$ cat config.mk
export PLATFORM = sky130hd
export DESIGN_NAME = heap_queue_top
export DESIGN_NICKNAME = d
export VERILOG_FILES = /design/src/heap_pkg.sv /design/src/level_ram.sv /design/src/heap_sift_ctrl.sv /design/src/heap_queue_top.sv
export SDC_FILE = /design/constraint.sdc
export NUM_CORES = 1
export LEC_CHECK = 0
export ABC_AREA = 0
export ABC_CLOCK_PERIOD_IN_PS = 9900
export BUFFER_PORTS_ARGS = -buffer_cell sky130_fd_sc_hd__buf_4
export CORE_UTILIZATION = 60
export DETAILED_ROUTE_END_ITERATION = 7
export PLACE_DENSITY = 0.77
export SYNTH_ARGS = -nofsm -noshare
export SYNTH_HDL_FRONTEND = slang
export SYNTH_SLANG_ARGS = --single-unit
$ cat constraint.sdc
create_clock -name CLK -period 9.9 [get_ports CLK]
set_input_delay 0.99 -clock CLK [delete_from_list [all_inputs] [get_ports CLK]]
set_output_delay 0.99 -clock CLK [all_outputs]
set_load 0.005 [all_outputs]
$ cat src/heap_pkg.sv
package heap_pkg;

  // --------------------------------------------------------------------------
  // Heap geometry
  // --------------------------------------------------------------------------
  localparam int HEAP_LEVELS = 4;                      // Tree levels, one RAM each
  localparam int HEAP_CAP    = (1 << HEAP_LEVELS) - 1; // 15 keys when full
  localparam int KEY_W       = 16;                     // Key width

  // Address into the widest level
  localparam int ADDR_W = HEAP_LEVELS - 1;
  // Element count, holds 0 .. HEAP_CAP
  localparam int CNT_W  = $clog2(HEAP_CAP + 1);
  // Level number of a node
  localparam int LVL_W  = $clog2(HEAP_LEVELS);

  // --------------------------------------------------------------------------
  // Sift controller state encoding
  // --------------------------------------------------------------------------
  localparam int ST_W = 4;

  localparam logic [ST_W-1:0] ST_IDLE     = 4'd0; // Waiting for a strobe
  localparam logic [ST_W-1:0] ST_UP_WAIT  = 4'd1; // Parent read in flight
  localparam logic [ST_W-1:0] ST_UP_CMP   = 4'd2; // Parent vs moving key
  localparam logic [ST_W-1:0] ST_POP_WAIT = 4'd3; // Root and last slot in flight
  localparam logic [ST_W-1:0] ST_POP_CAP  = 4'd4; // Root out, last slot captured
  localparam logic [ST_W-1:0] ST_DN_RDR   = 4'd5; // Left child read, right next
  localparam logic [ST_W-1:0] ST_DN_CL    = 4'd6; // Capture left child
  localparam logic [ST_W-1:0] ST_DN_CMP   = 4'd7; // Larger child vs moving key
  localparam logic [ST_W-1:0] ST_FIN      = 4'd8; // Last write lands in the RAM

endpackage

$ cat src/level_ram.sv
module level_ram
  import heap_pkg::*;
#(
  parameter int LEVEL = 0  // Heap level held here
) (
  input  logic              CLK,
  input  logic              i_en,    // Port enable
  input  logic              i_we,    // Write when enabled
  input  logic [ADDR_W-1:0] i_addr,  // Only low LEVEL bits matter
  input  logic [KEY_W-1:0]  i_wdata,
  output logic [KEY_W-1:0]  o_rdata  // Registered read word
);

  // One word per node on this level
  logic [KEY_W-1:0]  mem [2**LEVEL];
  logic [ADDR_W-1:0] row;

  // Mask off the upper address bits
  assign row = i_addr & ADDR_W'((1 << LEVEL) - 1);

  // Single port, read-first is irrelevant since a write keeps o_rdata
  always_ff @(posedge CLK) begin
    if (i_en) begin
      // Word decode
      for (int w = 0; w < 2**LEVEL; w++) begin
        if (row == ADDR_W'(w)) begin
          if (i_we) begin
            mem[w] <= i_wdata;  // Store, output held
          end else begin
            o_rdata <= mem[w];  // Visible after this edge
          end
        end
      end
    end
  end

endmodule

$ cat src/heap_sift_ctrl.sv
module heap_sift_ctrl
  import heap_pkg::*;
(
  input  logic              CLK,
  input  logic              RSTn,
  // User side
  input  logic              i_push,
  input  logic              i_pop,
  input  logic [KEY_W-1:0]  i_key,
  output logic              o_pop_valid,
  output logic [KEY_W-1:0]  o_pop_key,
  output logic              o_full,
  output logic              o_empty,
  output logic              o_busy,
  // One RAM port group per level
  output logic              o_ram_en    [HEAP_LEVELS],
  output logic              o_ram_we    [HEAP_LEVELS],
  output logic [ADDR_W-1:0] o_ram_addr  [HEAP_LEVELS],
  output logic [KEY_W-1:0]  o_ram_wdata [HEAP_LEVELS],
  input  logic [KEY_W-1:0]  i_ram_rdata [HEAP_LEVELS]
);

  // --------------------------------------------------------------------------
  // State and next-state signals
  // --------------------------------------------------------------------------
  logic [ST_W-1:0]   state, state_nxt;
  logic [CNT_W-1:0]  cnt, cnt_nxt;     // Keys held
  logic [KEY_W-1:0]  mkey, mkey_nxt;   // Moving key
  logic [KEY_W-1:0]  ckey, ckey_nxt;   // Left child held during right read
  logic [LVL_W-1:0]  lvl, lvl_nxt;     // Current node level
  logic [ADDR_W-1:0] idx, idx_nxt;     // Current node index in its level
  logic              rvld, rvld_nxt;   // Right child exists
  logic              pvld_nxt;
  logic [KEY_W-1:0]  pkey_nxt;

  logic              en_nxt    [HEAP_LEVELS];
  logic              we_nxt    [HEAP_LEVELS];
  logic [ADDR_W-1:0] addr_nxt  [HEAP_LEVELS];
  logic [KEY_W-1:0]  wdata_nxt [HEAP_LEVELS];

  // Neighbour levels, wrap is harmless since bounds come from the count
  logic [LVL_W-1:0]  lvl_up, lvl_up2, lvl_dn, lvl_dn2;

  // Slot positions from the count
  logic [CNT_W-1:0]  new_n;
  logic [LVL_W-1:0]  new_lvl, new_up, last_lvl;
  logic [ADDR_W-1:0] new_idx, last_idx;

  // Sift-down helpers
  logic [CNT_W-1:0]  node_num;         // 1-based heap number of current node
  logic              rgt_ok, gc_ok;
  logic              big_side;         // 1 when right child wins
  logic [KEY_W-1:0]  big_key;

  // Level of 1-based heap number n, its top set bit
  function automatic logic [LVL_W-1:0] pos_lvl(input logic [CNT_W-1:0] n);
    logic [LVL_W-1:0] l;
    l = '0;
    for (int b = 0; b < CNT_W; b++) begin
      if (n[b]) l = LVL_W'(b);
    end
    return l;
  endfunction

  assign lvl_up  = lvl - 1'b1;
  assign lvl_up2 = lvl - 2'd2;
  assign lvl_dn  = lvl + 1'b1;
  assign lvl_dn2 = lvl + 2'd2;

  // New slot sits right after the last one
  assign new_n    = cnt + 1'b1;
  assign new_lvl  = pos_lvl(new_n);
  assign new_up   = new_lvl - 1'b1;
  assign new_idx  = ADDR_W'(new_n ^ (CNT_W'(1) << new_lvl));
  assign last_lvl = pos_lvl(cnt);
  assign last_idx = ADDR_W'(cnt ^ (CNT_W'(1) << last_lvl));

  // Children of node k are 2k and 2k+1, valid up to the count
  assign node_num = (CNT_W'(1) << lvl) | CNT_W'(idx);
  assign rgt_ok   = ({node_num, 1'b1} <= {1'b0, cnt});
  assign gc_ok    = ({node_num, big_side, 1'b0} <= {2'b00, cnt}); // Left grandchild

  // Right data is on the child RAM now, left is in ckey
  assign big_side = rvld && (i_ram_rdata[lvl_dn] > ckey);
  assign big_key  = big_side ? i_ram_rdata[lvl_dn] : ckey;

  assign o_full  = (cnt == CNT_W'(HEAP_CAP));
  assign o_empty = (cnt == '0);
  assign o_busy  = (state != ST_IDLE);

  // --------------------------------------------------------------------------
  // Next-state logic
  // --------------------------------------------------------------------------
  always_comb begin
    state_nxt = state;
    cnt_nxt   = cnt;
    mkey_nxt  = mkey;
    ckey_nxt  = ckey;
    lvl_nxt   = lvl;
    idx_nxt   = idx;
    rvld_nxt  = rvld;
    pvld_nxt  = 1'b0;       // Single-cycle strobe
    pkey_nxt  = o_pop_key;
    for (int n = 0; n < HEAP_LEVELS; n++) begin
      en_nxt[n]    = 1'b0;
      we_nxt[n]    = 1'b0;
      addr_nxt[n]  = o_ram_addr[n];
      wdata_nxt[n] = o_ram_wdata[n];
    end

    case (state)
      ST_IDLE: begin
        if (i_push) begin
          // Push wins over a simultaneous pop
          if (!o_full) begin
            cnt_nxt  = cnt + 1'b1;
            mkey_nxt = i_key;
            lvl_nxt  = new_lvl;
            idx_nxt  = new_idx;
            if (new_lvl == '0) begin
              // Empty heap, key goes straight to the root
              en_nxt[0]    = 1'b1;
              we_nxt[0]    = 1'b1;
              addr_nxt[0]  = '0;
              wdata_nxt[0] = i_key;
              state_nxt    = ST_FIN;
            end else begin
              en_nxt[new_up]   = 1'b1;       // Read parent
              addr_nxt[new_up] = new_idx >> 1;
              state_nxt        = ST_UP_WAIT;
            end
          end
        end else if (i_pop && !o_empty) begin
          cnt_nxt     = cnt - 1'b1;
          lvl_nxt     = last_lvl;             // Remember where the last key sits
          idx_nxt     = last_idx;
          en_nxt[0]   = 1'b1;                 // Root read
          addr_nxt[0] = '0;
          if (last_lvl != '0) begin
            en_nxt[last_lvl]   = 1'b1;        // Last slot, other RAM
            addr_nxt[last_lvl] = last_idx;
          end
          state_nxt = ST_POP_WAIT;
        end
      end

      ST_UP_WAIT: state_nxt = ST_UP_CMP;

      ST_UP_CMP: begin
        if (mkey > i_ram_rdata[lvl_up]) begin
          // Parent moves down into the current slot
          en_nxt[lvl]    = 1'b1;
          we_nxt[lvl]    = 1'b1;
          addr_nxt[lvl]  = idx;
          wdata_nxt[lvl] = i_ram_rdata[lvl_up];
          lvl_nxt        = lvl_up;
          idx_nxt        = idx >> 1;
          if (lvl_up == '0) begin
            en_nxt[0]    = 1'b1;              // Reached the root
            we_nxt[0]    = 1'b1;
            addr_nxt[0]  = '0;
            wdata_nxt[0] = mkey;
            state_nxt    = ST_FIN;
          end else begin
            en_nxt[lvl_up2]   = 1'b1;         // Next parent up
            addr_nxt[lvl_up2] = idx >> 2;
            state_nxt         = ST_UP_WAIT;
          end
        end else begin
          en_nxt[lvl]    = 1'b1;              // Settle here
          we_nxt[lvl]    = 1'b1;
          addr_nxt[lvl]  = idx;
          wdata_nxt[lvl] = mkey;
          state_nxt      = ST_FIN;
        end
      end

      ST_POP_WAIT: state_nxt = ST_POP_CAP;

      ST_POP_CAP: begin
        pvld_nxt = 1'b1;
        pkey_nxt = i_ram_rdata[0];            // Old root
        mkey_nxt = i_ram_rdata[lvl];          // Old last key
        lvl_nxt  = '0;
        idx_nxt  = '0;
        if (cnt == '0) begin
          state_nxt = ST_IDLE;                // Heap drained, nothing to move
        end else if (cnt == CNT_W'(1)) begin
          en_nxt[0]    = 1'b1;                // Root has no children left
          we_nxt[0]    = 1'b1;
          addr_nxt[0]  = '0;
          wdata_nxt[0] = i_ram_rdata[lvl];
          state_nxt    = ST_FIN;
        end else begin
          en_nxt[1]   = 1'b1;                 // Left child of root
          addr_nxt[1] = '0;
          state_nxt   = ST_DN_RDR;
        end
      end

      ST_DN_RDR: begin
        // Children share one RAM, right follows left
        rvld_nxt = rgt_ok;
        if (rgt_ok) begin
          en_nxt[lvl_dn]   = 1'b1;
          addr_nxt[lvl_dn] = {idx[ADDR_W-2:0], 1'b1};
        end
        state_nxt = ST_DN_CL;
      end

      ST_DN_CL: begin
        ckey_nxt  = i_ram_rdata[lvl_dn];
        state_nxt = ST_DN_CMP;
      end

      ST_DN_CMP: begin
        if (big_key > mkey) begin
          // Larger child moves up
          en_nxt[lvl]    = 1'b1;
          we_nxt[lvl]    = 1'b1;
          addr_nxt[lvl]  = idx;
          wdata_nxt[lvl] = big_key;
          lvl_nxt        = lvl_dn;
          idx_nxt        = {idx[ADDR_W-2:0], big_side};
          if (gc_ok) begin
            en_nxt[lvl_dn2]   = 1'b1;
            addr_nxt[lvl_dn2] = {idx[ADDR_W-3:0], big_side, 1'b0};
            state_nxt         = ST_DN_RDR;
          end else begin
            en_nxt[lvl_dn]    = 1'b1;         // Leaf, moving key lands here
            we_nxt[lvl_dn]    = 1'b1;
            addr_nxt[lvl_dn]  = {idx[ADDR_W-2:0], big_side};
            wdata_nxt[lvl_dn] = mkey;
            state_nxt         = ST_FIN;
          end
        end else begin
          en_nxt[lvl]    = 1'b1;
          we_nxt[lvl]    = 1'b1;
          addr_nxt[lvl]  = idx;
          wdata_nxt[lvl] = mkey;
          state_nxt      = ST_FIN;
        end
      end

      ST_FIN: state_nxt = ST_IDLE;            // Write done on this edge

      default: state_nxt = ST_IDLE;
    endcase
  end

  // --------------------------------------------------------------------------
  // Registers
  // --------------------------------------------------------------------------
  always_ff @(posedge CLK or negedge RSTn) begin
    if (!RSTn) begin
      state       <= ST_IDLE;
      cnt         <= '0;
      lvl         <= '0;
      idx         <= '0;
      rvld        <= 1'b0;
      o_pop_valid <= 1'b0;
      for (int n = 0; n < HEAP_LEVELS; n++) begin
        o_ram_en[n] <= 1'b0;
        o_ram_we[n] <= 1'b0;
      end
    end else begin
      state       <= state_nxt;
      cnt         <= cnt_nxt;
      lvl         <= lvl_nxt;
      idx         <= idx_nxt;
      rvld        <= rvld_nxt;
      o_pop_valid <= pvld_nxt;
      for (int n = 0; n < HEAP_LEVELS; n++) begin
        o_ram_en[n] <= en_nxt[n];
        o_ram_we[n] <= we_nxt[n];
      end
    end
  end

  // Key and address payload
  always_ff @(posedge CLK) begin
    mkey      <= mkey_nxt;
    ckey      <= ckey_nxt;
    o_pop_key <= pkey_nxt;
    for (int n = 0; n < HEAP_LEVELS; n++) begin
      o_ram_addr[n]  <= addr_nxt[n];
      o_ram_wdata[n] <= wdata_nxt[n];
    end
  end

endmodule

$ cat src/heap_queue_top.sv
module heap_queue_top
  import heap_pkg::*;
(
  input  logic             CLK,
  input  logic             RSTn,
  // Commands
  input  logic             i_push,       // Insert strobe
  input  logic             i_pop,        // Remove-max strobe
  input  logic [KEY_W-1:0] i_key,        // Key for push
  // Results and status
  output logic             o_pop_valid,  // Pop result strobe
  output logic [KEY_W-1:0] o_pop_key,    // Old root
  output logic             o_full,
  output logic             o_empty,
  output logic             o_busy        // Strobes dropped while high
);

  // --------------------------------------------------------------------------
  // Per-level RAM ports
  // --------------------------------------------------------------------------
  logic              ram_en    [HEAP_LEVELS];
  logic              ram_we    [HEAP_LEVELS];
  logic [ADDR_W-1:0] ram_addr  [HEAP_LEVELS];
  logic [KEY_W-1:0]  ram_wdata [HEAP_LEVELS];
  logic [KEY_W-1:0]  ram_rdata [HEAP_LEVELS];

  // Count, sift FSM and RAM drive
  heap_sift_ctrl u_ctrl (
    .CLK         (CLK),
    .RSTn        (RSTn),
    .i_push      (i_push),
    .i_pop       (i_pop),
    .i_key       (i_key),
    .o_pop_valid (o_pop_valid),
    .o_pop_key   (o_pop_key),
    .o_full      (o_full),
    .o_empty     (o_empty),
    .o_busy      (o_busy),
    .o_ram_en    (ram_en),
    .o_ram_we    (ram_we),
    .o_ram_addr  (ram_addr),
    .o_ram_wdata (ram_wdata),
    .i_ram_rdata (ram_rdata)
  );

  // --------------------------------------------------------------------------
  // One RAM per heap level, level L holds 2^L keys
  // --------------------------------------------------------------------------
  generate
    for (genvar g = 0; g < HEAP_LEVELS; g++) begin : gen_level
      level_ram #(
        .LEVEL (g)
      ) u_ram (
        .CLK     (CLK),
        .i_en    (ram_en[g]),
        .i_we    (ram_we[g]),
        .i_addr  (ram_addr[g]),
        .i_wdata (ram_wdata[g]),
        .o_rdata (ram_rdata[g])    // Back to the controller
      );
    end
  endgenerate

endmodule

# Word-level counts from Yosys, hierarchy flattened
# Memories as Yosys holds them, arrays and structs flattened. A register that Yosys moved wholly into a read port is not among the register bits.
# Cells that the tools add are included.
[classes] addsub=7 shifts=3 order_cmp=18 n_mux=250 n_bitwise=14 n_reduce_logical=44 eq_ne=33
[op_table] operator="$mux 16" n=57
[op_table] operator="$bwmux 64" n=4
[op_table] operator="$mux 64" n=3
[op_table] operator="$reduce_or 16->1" n=11
[op_table] operator="$bmux 16 s2" n=3
[op_table] operator="$mux 12" n=8
[op_table] operator="$pmux 48 s2" n=1
[op_table] operator="$mux 4" n=23
[op_table] operator="$bwmux 12" n=7
[op_table] operator="$mux 1" n=78
[op_table] operator="$mux 3" n=25
[op_table] operator="$demux 16 s2" n=2
[op_table] operator="$pmux 16 s4" n=1
[op_table] operator="$gt 16x16->1" n=3
[op_table] operator="$demux 3 s2" n=6
[op_table] operator="$pmux 16 s2" n=1
[op_table] operator="$pmux 4 s8" n=1
[op_table] operator="$pmux 6 s5" n=1
[op_table] operator="$mux 2" n=13
[op_table] operator="$pmux 6 s4" n=1
[op_table] operator="$ge 3x3->1 const B" n=7
[op_table] operator="$not 2->3" n=7
[op_table] operator="$lt 3x1->1 const B" n=6
[op_table] operator="$mux 9" n=2
[op_table] operator="47 further kinds" n=98
[word_totals] ram_bits=240 memories=4 ff_bits=195
[memory_table] name="gen_level[3].u_ram.mem" depth=8 width=16 rd=8 rd_ports_with_merged_regs=0 wr=1 line_no="level_ram.sv:15" rtl="logic [KEY_W-1:0] mem [2**LEVEL];"
[memory_table] name="gen_level[2].u_ram.mem" depth=4 width=16 rd=4 rd_ports_with_merged_regs=0 wr=1 line_no="level_ram.sv:15"
[memory_table] name="gen_level[1].u_ram.mem" depth=2 width=16 rd=2 rd_ports_with_merged_regs=0 wr=1 line_no="level_ram.sv:15"
[memory_table] name="gen_level[0].u_ram.mem" depth=1 width=16 rd=1 rd_ports_with_merged_regs=1 wr=1 line_no="level_ram.sv:15"

# Longest topological paths before layout
# An unclocked memory read counts as a cell.
[logic_depth] word_depth=18 ltp_mapped=29 depth_no_buf=20

# By module
# A second synthesis with hierarchy kept.
[hier_totals] hier_cells=1909 area_unflattened_um2=24180.7
[by_module_without_submodules] module="heap_sift_ctrl" area_per_inst_um2=12455.7 instances=1 cells_per_inst=1298
[by_module_without_submodules] module="level_ram at gen_level[3].u_ram" area_per_inst_um2=5619.1 instances=1 cells_per_inst=296
[by_module_without_submodules] module="level_ram at gen_level[2].u_ram" area_per_inst_um2=3326.9 instances=1 cells_per_inst=177
[by_module_without_submodules] module="level_ram at gen_level[1].u_ram" area_per_inst_um2=1801.7 instances=1 cells_per_inst=104
[by_module_without_submodules] module="level_ram at gen_level[0].u_ram" area_per_inst_um2=977.2 instances=1 cells_per_inst=34

# Least setup slack after synthesis
# No wires, ideal clock.
[synth_timing] path_kind="flip-flop to flip-flop" start="reg u_ctrl.lvl[0]" end="reg u_ctrl.o_ram_wdata[44] (netlist name), data pin" synth_period_minus_slack_ns=7.160 arrival_time_ns=6.899 path_slack_ns=2.740 required_ns=9.639 stages_incl_launch_ff=26 path_buffers=9 cell_sequence="dfrtp_1 > buf_2 > buf_2 > clkbuf_1 > clkbuf_1 > inv_1 > ha_1 > clkbuf_1 > clkbuf_1 > mux4_2 > ha_1 > nand4_1 > a2111o_1 > a31oi_4 > buf_4 > mux2i_1 > inv_1 > ha_1 > nand4_1 > or4_1 > and2_4 > o31a_1 > and3_1 > buf_6 > clkbuf_1 > a221o_1"
[synth_rtl] element="start, declared" line_no="heap_sift_ctrl.sv:30" rtl="logic [LVL_W-1:0] lvl, lvl_nxt;"
[synth_rtl] element="start signal, assigned" line_no="heap_sift_ctrl.sv:269" rtl="lvl <= lvl_nxt;"
[synth_rtl] element="end signal, assigned by index" line_no="heap_sift_ctrl.sv:287" rtl="o_ram_wdata[n] <= wdata_nxt[n];"
[synth_rtl] element="end, declared" line_no="heap_sift_ctrl.sv:19" rtl="output logic [KEY_W-1:0] o_ram_wdata [HEAP_LEVELS],"

==> metrics.md <==
| Metric | Value |
|---|---|
| Total wire length | `approximately 76000 µm` |
| Post-CTS Hold Fix Bufs | `0` |
| CP Data Required Time | `10.22 ns` |
| Final hold violation count | `0` |
| Max rail drop VDD | `0.262 mV` |
| Post-Place Cells | `roughly 2400` |
| CP Capture Type | `register` |
| Net Sw Frac | `0.454` |
| Initial DRC count | `between 2000 and 2500` |
| Crit path kind | `reg -> reg` |
| Largest net degree at the start of global routing | `76` |
| Count of pins over their slew limit | `0` |
| H-tree levels | `2` |
| Syn Area/Cell | `approximately 12 µm²` |
| Total Routing Usage GR | `0.380` |
| Mapped Area | `~0.024 mm²` |
| Crit path max fanout | `24` |
| Die W | `~200 µm` |
| Number of synthesized flops with an enable pin | `422` |
| Setup Skew | `between 0.02 and 0.025 ns` |
| Vias | `around 18000` |
| Top FF cell, synth | `edfxtp_1` |
| Post-synthesis async set-or-reset flop share | `0.0517` |
| Routed length per instance | `slightly above 30 µm` |
| Final ANT Viol Nets | `0` |
| Distinct cells, synth | `slightly below 90` |
| Post-Synthesis Net Count | `about 2000` |
| CTS tree | `yes` |
| Cell Count, Final, Fillers Out | `~2500` |
| Number of antenna violations at the first check in global routing | `3` |
| Seq pwr share | `0.339` |
| Yosys warning total | `0` |
| RSZ-0062 raised after global routing | `no` |
| Max Fclk | `roughly 120 MHz` |
| Clock sinks | `around 450` |
| Clk pwr share | `0.163` |
| Cell row count | `72` |
| Pwr/cell area | `around 400 mW/mm²` |
| CP max-delay cell | `ha_1` |
| DP HPWL | `53100 µm` |
| Sequential share of the synthesized area | `0.559` |
| Root Buffer | `clkbuf_16` |
| Port Buffers | `39` |
| Final Cycle Share | `0.825` |
| CP Buf/Inv Count | `3` |
| Total gr overflow | `0` |
| I/O Pins | `40` |
| Setup TNS | `0 ns` |
| Synth-to-Final Area Change | `9.56%` |
| Clk_lat worst skew | `~0.59 ns` |
| Pwr Total | `10.2 mW` |
| Resize count post-CTS | `0` |
| Slew headroom | `0.173` |
| Slowest cell delay on critical path | `around 1.1 ns` |
| Cells along the critical path | `inv_1 -> ha_1 -> buf_4 -> mux4_2 -> ha_1 -> nand4_1 -> a2111o_1 -> a31oi_4 -> mux2i_1 -> inv_1 -> ha_1 -> nor2b_1 -> o211ai_1 -> a2111oi_2 -> o31a_1 -> nand2b_1 -> o211ai_1 -> a311o_1` |
| DRC Markers | `0` |
| Die Y | `between 200 and 250 µm` |
| Cell internal pwr | `5.58 mW` |
| Full die area | `0.0403 mm²` |
| TritonCTS Buffers | `46` |
| Status | `complete, no violations` |
| Initial Util | `0.610` |
| Gpl congestion | `1.04` |
| Delay-heaviest family, CP | `compound AO/OA/AOI/OAI gates` |
| Cell repeated most along the worst path | `ha_1` |
| Post-CTS Setup Repair Bufs | `0` |
| Clock transition at path regs | `0.06 ns` |
| # setup viols final | `0` |
| Clk buf depth | `3` |
| Leak | `around 9 nW` |
| Drt pass-1 iters | `8` |
| Sw power | `4.63 mW` |
| Worst Hold Class | `in -> async` |
| Max Cap Violations | `0` |
| Arrival time at the worst endpoint | `about 8.5 ns` |
| Layout Nets | `~2000` |
| Slew @ Worst Pin | `around 1.2 ns` |
| End-of-flow core utilization | `0.668` |
| Final Critical Period | `between 8 and 9 ns` |
| Synth Register Bits | `~450` |
| Hold WS | `0.340 ns` |
| Share of layout cells above drive strength 1 | `0.168` |
| Post-Synthesis Cells | `approximately 1900` |
| Vias in the first global route | `around 17000` |
| Combinational share of power | `0.498` |
| CP Launch Type | `register` |
| Vias per std cell | `7.23` |
| First-pass GRT wire length | `about 110000 µm` |
| Core area | `around 0.039 mm²` |
==> layout by cell type (no fill, tap or decap), types with 13 or more instances in the layout <==
cell type / instances
inv_1: 79
nor2b_1: 16
mux2i_1: 58
nand2_1: 195
a221oi_1: 14
clkbuf_16: 46
nor3_1: 17
a22oi_1: 26
nand2b_1: 21
nand4_1: 15
o21a_1: 13
dfrtp_1: 22
mux4_2: 95
buf_4: 97
nand3_1: 43
o211ai_1: 31
o22ai_1: 40
nor2_1: 102
ha_1: 61
a32oi_1: 16
o21ai_0: 149
edfxtp_1: 422
a21oi_1: 72
mux2_2: 25
a211oi_1: 65
==> flip-flops by register name, summed over array words and instances (netlist names) <==
| name | flops |
|---|---|
| u_ctrl.lvl | 2 |
| u_ctrl.ckey | 16 |
| u_ctrl.o_pop_valid | 1 |
| u_ctrl.o_ram_addr | 6 |
| u_ctrl.mkey | 16 |
| u_ctrl.idx | 3 |
| u_ctrl.cnt | 4 |
| u_ctrl.o_pop_key | 16 |
| gen_level.u_ram.mem | 240 |
| gen_level.u_ram.o_rdata | 64 |
| u_ctrl.o_ram_wdata | 64 |
| u_ctrl.o_ram_en | 4 |
| u_ctrl.rvld | 1 |
| u_ctrl.o_ram_we | 4 |
| u_ctrl.state | 4 |
==> cells by family (layout without fill, tap and decap cells) <==
family / count (synthesis) / in the layout / share of synthesized area
muxes: 179 / 179 / 0.127
and+or+nand+nor: 469 / 469 / 0.0931
buffers and inverters: 229 / 265 / 0.0398
DFF: 445 / 445 / 0.559
adders and majority gates: 63 / 63 / 0.0333
other: 0 / 5 / 0
xor gates and xnor gates: 7 / 7 / 0.00259
AOI/OAI and AO/OA: 516 / 516 / 0.145
==> layout make-up <==
class / count / area (µm²)
flip-flops and latches: 445 / 13200
fillers: 2751 / 12900
multi-input cells: 1234 / 9580
clock buffers: 59 / 1210
repair buffers: 97 / 728
well taps: 518 / 648
inverters: 85 / 319
clock inverters: 24 / 205
diodes: 5 / 12.5
==> stage by stage <==
step,cell area [µm²],setup WS [ns]
final,25900,1.74
after detailed placement,24500,2.02
after floorplan,23700,2.74
after global placement,24500,2.24
after CTS,25900,2.00
after global routing,25900,1.56
==> worst register-to-register path, stage by stage (launching register included) <==
cell	delay [ns]
dfrtp_1	0.34
inv_1	0.09
ha_1	1.06
buf_4	0.31
mux4_2	0.34
ha_1	0.30
nand4_1	0.19
a2111o_1	0.48
a31oi_4	0.49
mux2i_1	0.83
inv_1	0.24
ha_1	0.37
nor2b_1	0.16
o211ai_1	0.12
a2111oi_2	0.54
o31a_1	0.71
nand2b_1	0.76
o211ai_1	0.21
a311o_1	0.35
==> path summary, 6_finish.rpt <==
| check | slack (ns) | end | depth (start not counted) | start |
|---|---|---|---|---|
| max | 1.74 | u_ctrl.o_ram_addr[4] | 18 | u_ctrl.lvl[1] |
| min | 0.34 | u_ctrl.o_ram_we[2] | 1 | RSTn |
| max reg2reg | 1.74 | u_ctrl.o_ram_addr[4] | 18 | u_ctrl.lvl[1] |
| min reg2reg | 0.42 | gen_level[0].u_ram.o_rdata[7] | 0 | gen_level[0].u_ram.mem[0][7] |
| max in group asynchronous | 9.25 | u_ctrl.lvl[0] | 1 | RSTn |
| min in group CLK | 0.42 | gen_level[0].u_ram.o_rdata[7] | 0 | gen_level[0].u_ram.mem[0][7] |
==> synthesized netlist by cell type (all sizes together), types with 6 or more instances <==
library cell / instances / share of area
edfxtp: 422 / 0.54
nand2: 196 / 0.031
o21ai: 152 / 0.032
nor2: 103 / 0.017
mux4: 95 / 0.090
clkbuf: 93 / 0.015
inv: 81 / 0.013
a21oi: 72 / 0.015
a211oi: 67 / 0.021
ha: 63 / 0.033
mux2i: 58 / 0.025
buf: 51 / 0.012
nand3: 43 / 0.0091
o22ai: 40 / 0.011
o211ai: 31 / 0.0098
nor3: 30 / 0.0085
a22oi: 26 / 0.0082
mux2: 26 / 0.012
dfrtp: 23 / 0.024
nand2b: 21 / 0.0055
a32oi: 16 / 0.0059
nor2b: 16 / 0.0042
nand4: 15 / 0.0040
a221oi: 14 / 0.0052
a31oi: 13 / 0.0041
o21a: 13 / 0.0041
o31ai: 11 / 0.0037
o311ai: 10 / 0.0044
a221o: 8 / 0.0034
and3: 8 / 0.0021
a211o: 7 / 0.0026
and2: 7 / 0.0020
or2: 7 / 0.0020
a21o: 6 / 0.0019
xnor2: 6 / 0.0022
==> power groups by stage <==
| stage | combinational, mW | clock [mW] | sequential, mW |
|---|---|---|---|
| finish | 5.08 | 1.66 | 3.46 |
| global route | 5.35 | 1.74 | 3.49 |
| CTS | 4.89 | 1.67 | 3.43 |
| detailed placement | 4.86 | 0 | 3.47 |
| global placement | 4.77 | 0 | 3.45 |
| floorplan | 3.58 | 0 | 3.08 |
==> routing by layer <==
layer  wire (µm)  track usage
met1       28400        0.524
met2       32600        0.546
met3        9620       0.0959
met4        5510        0.232
met5          13            0
(Power assumes the default switching activity.)
